==> src/source/spm_settings.svh <==
////////////////////////////////////////
// Sizes of the scratchpad tile
// One bank per word, rows are selected by address
// Derived widths in the package assume powers of two
////////////////////////////////////////

`ifndef SPM_SETTINGS_SVH
`define SPM_SETTINGS_SVH

////////////////////////////////////////
// Word and bank geometry
////////////////////////////////////////

// Width of one data word in bits
`define SPM_DATA_WIDTH 32

// Depth of each SRAM bank row in words
`define SPM_WORDS_PER_BANK 256

// Number of bank rows stacked in the address map
`define SPM_NUM_BANK_ROWS 4

////////////////////////////////////////
// Address map
////////////////////////////////////////

// First byte address of the tile window
`define SPM_BASE_ADDR 32'h0001_0000

`endif
==> src/source/spm_pkg.sv <==
////////////////////////////////////////
// Types shared by the scratchpad tile
// Widths follow the settings header
////////////////////////////////////////

`include "spm_settings.svh"

package spm_pkg;

  ////////////////////////////////////////
  // Port level types
  ////////////////////////////////////////

  // Byte address as seen on the tile port
  typedef logic [31:0] spm_bus_addr_t;

  // One data word
  typedef logic [`SPM_DATA_WIDTH-1:0] spm_data_t;

  // One strobe bit per data byte
  typedef logic [`SPM_DATA_WIDTH/8-1:0] spm_strb_t;

  ////////////////////////////////////////
  // Bank side types
  ////////////////////////////////////////

  // Word index inside one bank row
  typedef logic [$clog2(`SPM_WORDS_PER_BANK)-1:0] spm_word_idx_t;

  // Bank row number
  typedef logic [$clog2(`SPM_NUM_BANK_ROWS)-1:0] spm_row_sel_t;

endpackage

==> src/source/spm_mem_if.sv <==
////////////////////////////////////////
// One SRAM access from the front end
// Read data is valid one cycle after a read access
////////////////////////////////////////

`timescale 1ns/10ps

interface spm_mem_if
  import spm_pkg::*;
();

  // Access request, one-cycle strobe
  logic          access;
  logic          write;
  spm_word_idx_t word_idx;
  spm_row_sel_t  row_sel;
  spm_data_t     wdata;
  spm_strb_t     strb;

  // Returned read data
  spm_data_t     rdata;

  // Request side, drives the access
  modport requester (
    output access, write, word_idx, row_sel, wdata, strb,
    input  rdata
  );

  // Memory side, serves the access
  modport memory (
    input  access, write, word_idx, row_sel, wdata, strb,
    output rdata
  );

endinterface

==> src/source/spm_req_frontend.sv <==
////////////////////////////////////////
// Request cut, address check and response
// Fixed latency of two cycles, no back-pressure
// Misaligned or out of window requests get an error
////////////////////////////////////////

`timescale 1ns/10ps
`include "spm_settings.svh"

module spm_req_frontend
  import spm_pkg::*;
(
  input  logic             clk_i,
  input  logic             rst_n_i,
  // Request port
  input  logic             req_valid_i,
  input  logic             req_we_i,
  input  spm_bus_addr_t    req_addr_i,
  input  spm_data_t        req_wdata_i,
  input  spm_strb_t        req_strb_i,
  // Access towards the bank array
  spm_mem_if.requester     mem,
  // Response port
  output logic             rsp_valid_o,
  output logic             rsp_err_o,
  output spm_data_t        rsp_rdata_o
);

  localparam int unsigned BYTE_OFS_W = $clog2(`SPM_DATA_WIDTH / 8);
  localparam int unsigned WORD_IDX_W = $bits(spm_word_idx_t);
  localparam int unsigned ROW_SEL_W  = $bits(spm_row_sel_t);
  localparam int unsigned ROW_OFS    = BYTE_OFS_W + WORD_IDX_W;
  localparam spm_bus_addr_t TILE_BYTES =
    spm_bus_addr_t'(`SPM_WORDS_PER_BANK * `SPM_NUM_BANK_ROWS * (`SPM_DATA_WIDTH / 8));

  spm_bus_addr_t req_ofs;
  logic          in_window;
  logic          aligned;
  logic          dec_err;

  logic          valid_q;
  logic          err_q;
  logic          we_q;
  spm_data_t     wdata_q;
  spm_strb_t     strb_q;
  spm_word_idx_t word_idx_q;
  spm_row_sel_t  row_sel_q;

  logic          rsp_valid_q;
  logic          rsp_err_q;

  ////////////////////////////////////////
  // Address decode
  ////////////////////////////////////////

  // Offset from the window base
  assign req_ofs   = req_addr_i - spm_bus_addr_t'(`SPM_BASE_ADDR);
  assign in_window = (req_addr_i >= spm_bus_addr_t'(`SPM_BASE_ADDR)) && (req_ofs < TILE_BYTES);
  assign aligned   = (req_addr_i[BYTE_OFS_W-1:0] == '0);
  assign dec_err   = !(in_window && aligned);

  ////////////////////////////////////////
  // Request cut
  ////////////////////////////////////////

  always_ff @(posedge clk_i) begin
    if (!rst_n_i) begin
      valid_q <= 1'b0;
      err_q   <= 1'b0;
    end else begin
      valid_q <= req_valid_i;
      err_q   <= req_valid_i && dec_err;
    end
  end

  // Request payload for the access stage
  always_ff @(posedge clk_i) begin
    if (req_valid_i) begin
      we_q       <= req_we_i;
      wdata_q    <= req_wdata_i;
      strb_q     <= req_strb_i;
      word_idx_q <= req_ofs[BYTE_OFS_W +: WORD_IDX_W];
      row_sel_q  <= req_ofs[ROW_OFS +: ROW_SEL_W];
    end
  end

  // Erroring requests never reach the SRAM
  assign mem.access   = valid_q && !err_q;
  assign mem.write    = we_q;
  assign mem.word_idx = word_idx_q;
  assign mem.row_sel  = row_sel_q;
  assign mem.wdata    = wdata_q;
  assign mem.strb     = strb_q;

  ////////////////////////////////////////
  // Response stage
  ////////////////////////////////////////

  // Lines up with the read data coming back from the banks
  always_ff @(posedge clk_i) begin
    if (!rst_n_i) begin
      rsp_valid_q <= 1'b0;
      rsp_err_q   <= 1'b0;
    end else begin
      rsp_valid_q <= valid_q;
      rsp_err_q   <= err_q;
    end
  end

  assign rsp_valid_o = rsp_valid_q;
  assign rsp_err_o   = rsp_err_q;
  assign rsp_rdata_o = mem.rdata;

endmodule

==> src/flat_wrapper.sv <==
// flat-port wrapper written by rule: the top's interface ports become plain ports
module spm_req_frontend_flat import spm_pkg::*;
  (clk_i, rst_n_i, req_valid_i, req_we_i, req_addr_i, req_wdata_i, req_strb_i, rsp_valid_o, rsp_err_o, rsp_rdata_o, mem_access, mem_write, mem_word_idx, mem_row_sel, mem_wdata, mem_strb, mem_rdata);
  spm_mem_if mem_i ();
  input  logic clk_i;
  input  logic rst_n_i;
  input  logic req_valid_i;
  input  logic req_we_i;
  input  spm_bus_addr_t req_addr_i;
  input  spm_data_t req_wdata_i;
  input  spm_strb_t req_strb_i;
  output logic rsp_valid_o;
  output logic rsp_err_o;
  output spm_data_t rsp_rdata_o;
  output wire logic [$bits(mem_i.access)-1:0] mem_access;
  output wire logic [$bits(mem_i.write)-1:0] mem_write;
  output wire logic [$bits(mem_i.word_idx)-1:0] mem_word_idx;
  output wire logic [$bits(mem_i.row_sel)-1:0] mem_row_sel;
  output wire logic [$bits(mem_i.wdata)-1:0] mem_wdata;
  output wire logic [$bits(mem_i.strb)-1:0] mem_strb;
  input wire logic [$bits(mem_i.rdata)-1:0] mem_rdata;
  assign mem_access = mem_i.access;
  assign mem_write = mem_i.write;
  assign mem_word_idx = mem_i.word_idx;
  assign mem_row_sel = mem_i.row_sel;
  assign mem_wdata = mem_i.wdata;
  assign mem_strb = mem_i.strb;
  assign mem_i.rdata = mem_rdata;
  spm_req_frontend u_core (.clk_i(clk_i), .rst_n_i(rst_n_i), .req_valid_i(req_valid_i), .req_we_i(req_we_i), .req_addr_i(req_addr_i), .req_wdata_i(req_wdata_i), .req_strb_i(req_strb_i), .mem(mem_i), .rsp_valid_o(rsp_valid_o), .rsp_err_o(rsp_err_o), .rsp_rdata_o(rsp_rdata_o));
endmodule
==> config.mk <==
export PLATFORM = sky130hd
export DESIGN_NAME = spm_req_frontend_flat
export DESIGN_NICKNAME = d
export VERILOG_FILES = /design/src/source/spm_pkg.sv /design/src/source/spm_mem_if.sv /design/src/source/spm_req_frontend.sv /design/src/flat_wrapper.sv
export VERILOG_INCLUDE_DIRS = /design/src /design/src/source
export SDC_FILE = /design/constraint.sdc
export NUM_CORES = 1
export LEC_CHECK = 0
export ABC_CLOCK_PERIOD_IN_PS = 2910
export BUFFER_PORTS_ARGS = -buffer_cell sky130_fd_sc_hd__clkbuf_2
export CORE_ASPECT_RATIO = 0.6
export CORE_MARGIN = 2
export CORE_UTILIZATION = 37
export CTS_CLUSTER_DIAMETER = 40
export DETAILED_ROUTE_END_ITERATION = 10
export GPL_TIMING_DRIVEN = 0
export HOLD_SLACK_MARGIN = 0.03
export PLACE_DENSITY_LB_ADDON = 0.05
export SLEW_MARGIN = 20
export SYNTH_ARGS = -nofsm -noshare
export SYNTH_HDL_FRONTEND = slang
export SYNTH_SLANG_ARGS = --single-unit
==> constraint.sdc <==
create_clock -name clk_i -period 2.91 [get_ports clk_i]
set_input_delay 0.291 -clock clk_i [delete_from_list [all_inputs] [get_ports clk_i]]
set_output_delay 0.291 -clock clk_i [all_outputs]
set_load 0.1 [all_outputs]
==> results of run 1 <==
## metal layers
layer	routed length (um)	part of all wire, %
met5	0	0
met1	1410	36
met2	1890	48
met3	629	16
met4	0	0
## critical path: cells and delay by family (launching register included)
family        cells  cell delay (ns)
simple gates      1             0.12
buf+inv           1             0.46
flops             1             0.32
## per-stage QoR
step	total power, mW	setup WS (ns)
final	2.08	1.43
after global routing	2.15	1.34
after CTS	2.11	1.41
after detailed placement	1.63	1.52
after global placement	1.63	1.27
after floorplan	1.50	0.968
## logic make-up after synthesis
family	Yosys count	share of synthesized area [%]
flip-flops	51	82.4
buffers and inverters	32	13.3
AND/OR/NAND/NOR	10	3.67
AO/OA/AOI/OAI	1	0.622
## final cells by class
class                           instances  area, um^2
Sequential cell                        51        1490
Buffer                                 32         240
Clock buffer                            5        68.8
Tap cell                               63        78.8
Timing Repair Buffer                  154         786
Clock inverter                          3        43.8
Fill cell                             414        1850
Multi-Input combinational cell         11        77.6
## placed cells by master, fill, tap and decap left out
master / n
clkbuf_2: 153
edfxtp_1: 47
buf_4: 32
clkbuf_8: 5
dfxtp_1: 4
and2_1: 3
nor4_1: 3
nor2b_1: 1
or4_1: 1
nor4b_1: 1
nand4_1: 1
o41a_1: 1
clkinv_4: 1
clkinv_2: 1
bufinv_16: 1
buf_12: 1
## power by group through the flow
stage | clock (mW) | sequential (mW) | combinational (mW)
floorplan | 0 | 1.28 | 0.217
global placement | 0 | 0.890 | 0.736
detailed placement | 0 | 0.892 | 0.740
CTS | 0.496 | 0.875 | 0.740
global route | 0.516 | 0.881 | 0.755
finish | 0.474 | 0.874 | 0.736
## path summary, 6_finish.rpt
check,end,start,slack (ns),depth (start not counted)
max reg2reg,u_core.rsp_valid_o$_SDFF_PN0_,u_core.valid_q$_SDFF_PN0_,2.38,1
max,mem_access,u_core.valid_q$_SDFF_PN0_,1.43,2
min,u_core.mem.wdata[14]$_DFFE_PP_,req_wdata_i[14],0.17,1
min reg2reg,u_core.rsp_err_o$_SDFF_PN0_,u_core.err_q$_SDFF_PN0_,0.46,1
## sequential cells by signal (all words and copies together) (netlist names)
name and flops:
u_core.mem.write 1, u_core.rsp_err_o 1, u_core.mem.word_idx 8, u_core.mem.strb 4, u_core.valid_q 1, u_core.err_q 1
u_core.rsp_valid_o 1, u_core.mem.row_sel 2, u_core.mem.wdata 32
==> run_results.csv, run 1 <==
group,metric,value,unit
pwr,power_frac_seq,42.0,%
layout,n_antenna_cell,0,
synthesis,syn_area_per_cell,19.2,um^2
synthesis,synth_edf_count,47,
cts,h-tree-depth,2,
synthesis,synth_top_area_share,78.0,%
global_routing,overflow,0,
detailed_routing,vias,1284,
cts,cts_tree,"yes",
sta,maxSlewHeadroom,63.0,%
pwr,p_leak,1.37,nW
sta,period_share,50.7,%
place,gp_congestion,0.754,
synthesis,yosys.cell_count.top_type,"edfxtp_1",
detailed_routing,first_iter_violations,25,
sta,maxSlewViolCount,0,
pwr,p_int,1.23,mW
worst_setup_path,crit_fanout,2,
detailed_routing,wirelength,3.92,mm
sta,fin_tns_setup,0,ns
worst_setup_path,cp-end-kind,"output pin",
cts,cts_resized,0,
detailed_routing,drt-pass1-iter-count,4,
floorplan,fp-row-count,19,
global_routing,grt_usage,13.8,%
layout,final_util,60.1,%
sta,finClkSkew,0.000241,ns
sta,hold_viol,0,
synthesis,synth_cell_types,10,
worst_setup_path,cp.required,2.62,ns
floorplan,initial_utilization,39.0,%
synthesis,ys_ff_latch,51,
worst_setup_path,path_cells,"nor2b_1 -> clkbuf_2",
global_routing,grt_pass1_wl,5.62,mm
layout,syn2layout_area_growth,54.0,%
synthesis,synth_cells,94,
worst_setup_path,crit_type,"reg2out",
sta,worstMarginPinSlew,0.557,ns
pwr,swShare,41.1,%
sta,fin_crit,1.48,ns
detailed_routing,drc_errors,0,
sta,max_clock_freq,678,MHz
detailed_routing,wl_per_cell,12.3,um
cts,cts.sinks,51,
place,dp.cells,311,
detailed_routing,viasPerCell,4.03,
floorplan,die-area,5480,um^2
global_routing,grtUsageMet2,23.0,%
synthesis,synth_common_cells,"47 x edfxtp_1, 32 x buf_4, 4 x dfxtp_1",
global_routing,grt-busiest-layer,"met2",
synthesis,async_flop_share,0,%
cts,postCtsSetupBuffers,0,
synthesis,syn_nets,198,
min_path,hold_class,"in2reg",
layout,nNetsFinal,359,
cts,cts_buffer_depth,2,
pwr,p_per_area,748,nW/um^2
floorplan,die_h,58.2,um
pwr,max-vdd-ir-drop,0.433,mV
synthesis,synth_area,1810,um^2
global_routing,gr-usage-met1,15.3,%
worst_setup_path,crit_path_max_incr_delay,0.46,ns
pwr,p_clk_share,22.7,%
sta,rsz0062_at_grt,"false",
pwr,p_sw,0.856,mW
global_routing,grt_use_met3,8.06,%
worst_setup_path,crit_slowest_cell,"clkbuf_2",
worst_setup_path,startpoint_type,"flip-flop",
outcome,status,"completed",
floorplan,die_w,94.3,um
layout,fin_cells,319,
layout,final_cell_area,2790,um^2
place,portBuffers,153,
place,placed_cell_area,2670,um^2
sta,whs,0.165,ns
global_routing,antenna_found_initial,0,
synthesis,ys_top_cells_by_area,"edfxtp_1 78%, buf_4 13%, dfxtp_1 4.4%",
cts,cts-hold-fix-buffers,0,
floorplan,core,4640,um^2
synthesis,yosys.area.top_type,"edfxtp_1",
worst_setup_path,arrival,1.18,ns
run,cap_viol_max_count,0,
floorplan,num_io_pins,186,
synthesis,synth_warnings,0,
pwr,combPwrFrac,35.3,%
cts,insertion_delay,0.29,ns
synthesis,synth_seq_area_share,82.4,%
global_routing,grt_max_degree,28,
cts,root_buffer,"clkbuf_8",
cts,path_clk_slew,0.09,ns
synthesis,synthFlopType,"edfxtp_1",
cts,cts_made_buffers,5,
detailed_routing,antenna_left,0,
sta,setup_viol,0,
layout,drive_gt1_share,75.8,%
global_routing,grt_pass1_vias,1213,
Note: power is estimated with default switching activity, not from simulation.
==> run 2: changes to the inputs <==
--- a/config.mk
+++ b/config.mk
@@ -6,11 +6,11 @@
 export SDC_FILE = /design/constraint.sdc
 export NUM_CORES = 1
 export LEC_CHECK = 0
-export ABC_CLOCK_PERIOD_IN_PS = 2910
+export ABC_CLOCK_PERIOD_IN_PS = 1400
 export BUFFER_PORTS_ARGS = -buffer_cell sky130_fd_sc_hd__clkbuf_2
 export CORE_ASPECT_RATIO = 0.6
 export CORE_MARGIN = 2
-export CORE_UTILIZATION = 37
+export CORE_UTILIZATION = 35
 export CTS_CLUSTER_DIAMETER = 40
 export DETAILED_ROUTE_END_ITERATION = 10
 export GPL_TIMING_DRIVEN = 0
==> constraint.sdc (replaced) <==
create_clock -name clk_i -period 1.4 [get_ports clk_i]
set_input_delay 0.14 -clock clk_i [delete_from_list [all_inputs] [get_ports clk_i]]
set_output_delay 0.14 -clock clk_i [all_outputs]
set_load 0.1 [all_outputs]
==> run 2 against run 1 <==
- critical endpoint unchanged
- cell area rose by 15%
- critical path type unchanged
- hold slack worse by 0.091 ns
- cell count up 15%
- via count up 15%
- sequential share of layout area down 7.2 points
- largest power group unchanged
==> run_results.csv, run 2 (synthesized netlist as in run 1, its figures left out) <==
group,metric,value,unit
pwr,max-vdd-ir-drop,0.754,mV
worst_setup_path,crit_path_max_incr_delay,0.46,ns
worst_setup_path,crit_type,"reg2out",
floorplan,num_io_pins,186,
worst_setup_path,rr_endpoint,"u_core.rsp_err_o$_SDFF_PN0_",
min_path,hold_class,"in2reg",
global_routing,grt_pass1_vias,1481,
sta,max_clock_freq,747,MHz
worst_setup_path,crit_start,"u_core.valid_q$_SDFF_PN0_",
floorplan,die_h,59.7,um
floorplan,die-area,5780,um^2
sta,maxSlewHeadroom,57.3,%
detailed_routing,viasPerCell,4.01,
layout,n_antenna_cell,0,
layout,filler_cell_count,388,
layout,largest_reg_flops,32,
layout,drive_gt1_share,63.9,%
layout,multi_input_area,80.1,um^2
detailed_routing,drt-pass1-iter-count,4,
cts,cts.sinks,51,
worst_setup_path,path_cells,"nor2b_2 -> clkbuf_2",
detailed_routing,wl_per_cell,12.0,um
layout,syn2layout_area_growth,77.9,%
worst_setup_path,arrival,1.20,ns
global_routing,antenna_found_initial,0,
sta,rsz0062_at_grt,"false",
worst_setup_path,startpoint_type,"flip-flop",
floorplan,initial_utilization,36.0,%
run,cap_viol_max_count,0,
cts,insertion_delay,0.29,ns
cts,cts_resized,0,
worst_setup_path,rr_startpoint,"u_core.err_q$_SDFF_PN0_",
detailed_routing,drc_errors,0,
place,place_hpwl,3.24,mm
sta,fin_crit,1.34,ns
global_routing,grt_usage,14.7,%
cts,cts_made_buffers,5,
min_path,worst_hold_path.endpoint,"u_core.err_q$_SDFF_PN0_",
place,portBuffers,153,
worst_setup_path,r2r_slack,0.85,ns
global_routing,grt_pass1_wl,6.64,mm
outcome,status,"completed",
sta,worstMarginPinSlew,0.641,ns
global_routing,grt_max_degree,49,
layout,regArea,1490,um^2
worst_setup_path,crit_fanout,2,
floorplan,core,5030,um^2
layout,final_common_cell,"clkbuf_2",
layout,nNetsFinal,405,
min_path,hold_depth,2,
layout,final_cell_mix,"152 x clkbuf_2, 47 x dlygate4sd3_1, 47 x edfxtp_1, 32 x buf_4, 5 x clkbuf_8",
place,dp.cells,313,
sta,finClkSkew,0.000358,ns
global_routing,overflow,0,
cts,cts_buffer_depth,2,
cts,cts_tree,"yes",
sta,maxSlewViolCount,0,
detailed_routing,wirelength,4.43,mm
worst_setup_path,crit_slowest_cell,"clkbuf_2",
sta,period_share,95.6,%
sta,hold_viol,0,
pwr,power.total,4.26,mW
worst_setup_path,cp-end-kind,"output pin",
detailed_routing,first_iter_violations,33,
floorplan,die_w,96.8,um
detailed_routing,antenna_left,0,
worst_setup_path,cp.required,1.26,ns
sta,setup_viol,0,
min_path,worstHoldStart,"req_addr_i[24]",
floorplan,fp-row-count,20,
place,gp_congestion,0.756,
pwr,p_per_area,1320,nW/um^2
cts,h-tree-depth,2,
detailed_routing,vias,1475,
pwr,p_leak,1.54,nW
layout,fin_cells,368,
cts,root_buffer,"clkbuf_8",
cts,path_clk_slew,0.09,ns
worst_setup_path,r2r_cells,1,
## run 2: changes by cell type in the layout (fill, tap and decap cells not counted), sizes merged
cell         change
dlygate4sd3     +47
buf              -1
bufinv           -1
clkbuf           +1
clkinv           -1
clkinvlp         +1
## run 2: worst max-delay path by stage
stage,endpoint,slack [ns],cells after the start
floorplan,mem_access,0.14,1
global placement,u_core.err_q$_SDFF_PN0_,-0.12,3
detailed placement,u_core.err_q$_SDFF_PN0_,0.18,3
CTS,mem_access,0.05,2
global route,mem_access,0.002,2
finish,mem_access,0.06,2
## run 2: report_power, final
part	switching [mW]	internal (mW)	leakage, nW
combinational	1.32	0.313	1.00
sequential	0.0290	1.79	0.493
clock	0.455	0.350	0.0412
total	1.80	2.45	1.54
## run 2: critical path: cells and delay by family (launching register included)
| family | cells | cell delay [ns] |
|---|---|---|
| buf+inv | 1 | 0.46 |
| flops | 1 | 0.32 |
| simple gates | 1 | 0.13 |
## run 2: routing by layer
layer	track usage, %	vias up	part of all wire, %	wire [um]
li1	-	728	-	-
met1	17.6	655	39	1730
met2	24.5	92	48	2140
met3	8.30	0	13	560
met4	1.81	0	0	0
met5	0	-	0	0
## run 2: layout make-up
class                      instances  area share [%]
buffer                            32            7.46
sequential                        51            46.3
clock buffer                       6            2.26
clock inverter                     2           0.389
timing repair buffer             200            38.5
tap                               66            2.57
multi-input combinational         11            2.49
## run 2: per-stage QoR
| step | instance area (um^2) | hold slack (ns) | utilization, % | TNS (ns) | worst slack, ns |
|---|---|---|---|---|---|
| floorplan | 1810 | 0.239 | - | 0 | 0.138 |
| global placement | 2660 | 0.317 | 52.9 | -2.16 | -0.120 |
| detailed placement | 2660 | 0.319 | 52.9 | 0 | 0.182 |
| CTS | 3220 | 0.0651 | 64.0 | 0 | 0.0467 |
| global route | 3220 | 0.0513 | 64.0 | 0 | 0.00151 |
| finish | 3220 | 0.0744 | 64.0 | 0 | 0.0618 |
## run 2: timing repair
item	CTS	global route
hold buffers	47	0
setup endpoints to repair	0	0
endpoints found under the hold margin	47	0
buffers inserted	0	0
==> run 3: changes to the inputs <==
--- a/config.mk
+++ b/config.mk
@@ -6,12 +6,13 @@
 export SDC_FILE = /design/constraint.sdc
 export NUM_CORES = 1
 export LEC_CHECK = 0
-export ABC_CLOCK_PERIOD_IN_PS = 1400
+export ABC_CLOCK_PERIOD_IN_PS = 1100
 export BUFFER_PORTS_ARGS = -buffer_cell sky130_fd_sc_hd__clkbuf_2
 export CORE_ASPECT_RATIO = 0.6
 export CORE_MARGIN = 2
-export CORE_UTILIZATION = 35
+export CORE_UTILIZATION = 31
 export CTS_CLUSTER_DIAMETER = 40
+export CTS_CLUSTER_SIZE = 14
 export DETAILED_ROUTE_END_ITERATION = 10
 export GPL_TIMING_DRIVEN = 0
 export HOLD_SLACK_MARGIN = 0.03
==> constraint.sdc (replaced) <==
create_clock -name clk_i -period 1.1 [get_ports clk_i]
set_input_delay 0.11 -clock clk_i [delete_from_list [all_inputs] [get_ports clk_i]]
set_output_delay 0.11 -clock clk_i [all_outputs]
set_load 0.1 [all_outputs]
==> run 3 against run 2 <==
- global-route usage shrank 0.061 points
- register-to-register slack lost 0.32 ns
- critical endpoint unchanged
- sequential share of layout area shrank 2.7 points
- largest power group unchanged
- utilization shrank 2.8 points
- non-clock buffer count is the same
- sequential power grew 27%
- clock-buffer cell count shrank 1
- die area grew 12%
- combinational power grew 34%
- power grew 36%
- hold slack lost 0.032 ns
- cell area grew 6.4%
==> run_results.csv, run 3 (synthesized netlist as in run 1, its figures left out) <==
group,metric,value,unit
sta,max_clock_freq,923,MHz
detailed_routing,met1_length,1.86,mm
worst_setup_path,r2r_cells,1,
floorplan,die_h,63.2,um
cts,postCtsSetupBuffers,0,
place,portBuffers,153,
worst_setup_path,crit_start,"u_core.valid_q$_SDFF_PN0_",
pwr,max-vdd-ir-drop,0.982,mV
global_routing,grt_usage,14.7,%
floorplan,fp-row-count,21,
cts,path_clk_slew,0.09,ns
cts,cts_made_buffers,5,
global_routing,grt_pass1_wl,7.27,mm
sta,maxSlewHeadroom,56.4,%
global_routing,antenna_found_initial,0,
worst_setup_path,startpoint_type,"flip-flop",
detailed_routing,drc_errors,0,
min_path,hold_depth,2,
run,cap_viol_max_count,0,
layout,largest_reg_flops,32,
layout,final_cell_area,3420,um^2
min_path,hold_class,"in2reg",
place,placed_cell_area,2690,um^2
detailed_routing,top_layer,"met4",
cts,root_buffer,"clkbuf_8",
sta,whs,0.0426,ns
worst_setup_path,r2r_slack,0.53,ns
detailed_routing,vias,1448,
detailed_routing,viasPerCell,3.79,
pwr,p_per_area,1690,nW/um^2
worst_setup_path,arrival,0.97,ns
floorplan,die_w,103,um
place,gp_congestion,0.711,
cts,cts.sinks,51,
worst_setup_path,rr_endpoint,"u_core.rsp_err_o$_SDFF_PN0_",
cts,cts_buffer_depth,2,
global_routing,grt_max_degree,49,
sta,worstMarginPinSlew,0.654,ns
layout,n_antenna_cell,0,
floorplan,die-area,6480,um^2
layout,drive_gt1_share,64.2,%
sta,hold_viol,0,
layout,final_cell_mix,"102 x clkbuf_2, 69 x buf_4, 47 x dlygate4sd3_1, 47 x edfxtp_1, 11 x clkbuf_4",
floorplan,core,5600,um^2
sta,finClkSkew,0.000144,ns
worst_setup_path,crit_fanout,2,
outcome,status,"completed",
detailed_routing,drt-pass1-iter-count,4,
layout,nNetsFinal,405,
sta,fin_crit,1.08,ns
detailed_routing,first_iter_violations,40,
pwr,power.total,5.80,mW
layout,final_common_cell,"clkbuf_2",
floorplan,initial_utilization,32.3,%
global_routing,grt_pass1_vias,1490,
min_path,worstHoldStart,"req_addr_i[28]",
cts,h-tree-depth,2,
worst_setup_path,cp-end-kind,"output pin",
global_routing,overflow,0,
sta,maxSlewViolCount,0,
detailed_routing,antenna_left,0,
detailed_routing,wl_met2,2.26,mm
sta,setup_viol,0,
detailed_routing,wl_per_cell,12.2,um
floorplan,num_io_pins,186,
detailed_routing,route.met3.wl,536,um
detailed_routing,wirelength,4.68,mm
worst_setup_path,cp.required,0.99,ns
worst_setup_path,rr_startpoint,"u_core.err_q$_SDFF_PN0_",
min_path,worst_hold_path.endpoint,"u_core.err_q$_SDFF_PN0_",
sta,period_share,98.5,%
cts,insertion_delay,0.29,ns
layout,syn2layout_area_growth,89.2,%
cts,cts_tree,"yes",
sta,rsz0062_at_grt,"true",
pwr,p_leak,1.60,nW
worst_setup_path,crit_type,"reg2out",
layout,final_util,61.2,%
run 3: changes by cell type in the layout (fill, tap and decap cells not counted), sizes merged:
cell | before | now
clkbuf | 159 | 121
buf | 32 | 69
bufinv | 0 | 1
clkinvlp | 1 | 0
inv | 0 | 1
run 3: power by group:
part	switching (mW)	leakage, nW	total [mW]	internal (mW)
Sequential	0.0423	0.493	2.32	2.28
Combinational	1.68	1.05	2.18	0.496
Clock	0.615	0.0562	1.29	0.679
run 3: metrics by stage:
stage,TNS (ns),cells,setup WS [ns]
finish,0,382,0.0169
global route,-0.0197,382,-0.0197
CTS,-0.00154,382,-0.00154
detailed placement,-0.106,327,-0.106
global placement,-15.85,327,-0.414
floorplan,0,94,0.00701
run 3: cell type report:
cell class / instances / area, um^2
clock buffer: 5 / 68.8
timing repair buffer: 200 / 1390
multi-input combinational: 11 / 85.1
fill: 448 / 2170
tap: 80 / 100
clock inverter: 3 / 42.5
sequential: 51 / 1490
buffer: 32 / 240
run 3: how the worst max path moves through the flow:
stage	depth (start not counted)	slack, ns	to
final	2	0.02	mem_access
after global routing	2	-0.02	mem_access
after CTS	2	-0.002	mem_access
after detailed placement	3	-0.11	u_core.err_q$_SDFF_PN0_
after global placement	3	-0.41	u_core.err_q$_SDFF_PN0_
after floorplan	2	0.007	u_core.err_q$_SDFF_PN0_
run 3: timing repair:
item                                   CTS  global route
setup endpoints to repair               50            38
hold buffers                            47             0
resized for setup                       55            37
endpoints found under the hold margin   47             0
cloned                                   0             0
run 3: routing by layer:
metal,vias to the layer above,GRT usage (%)
met5,-,0
met4,0,3.00
met3,2,5.99
met2,92,24.7
met1,626,17.8
li1,728,-
run 3: worst max-delay path, stage by stage (launching register included):
cell	delay (ns)
dfxtp_2	0.34
nor2b_4	0.14
clkbuf_16	0.20
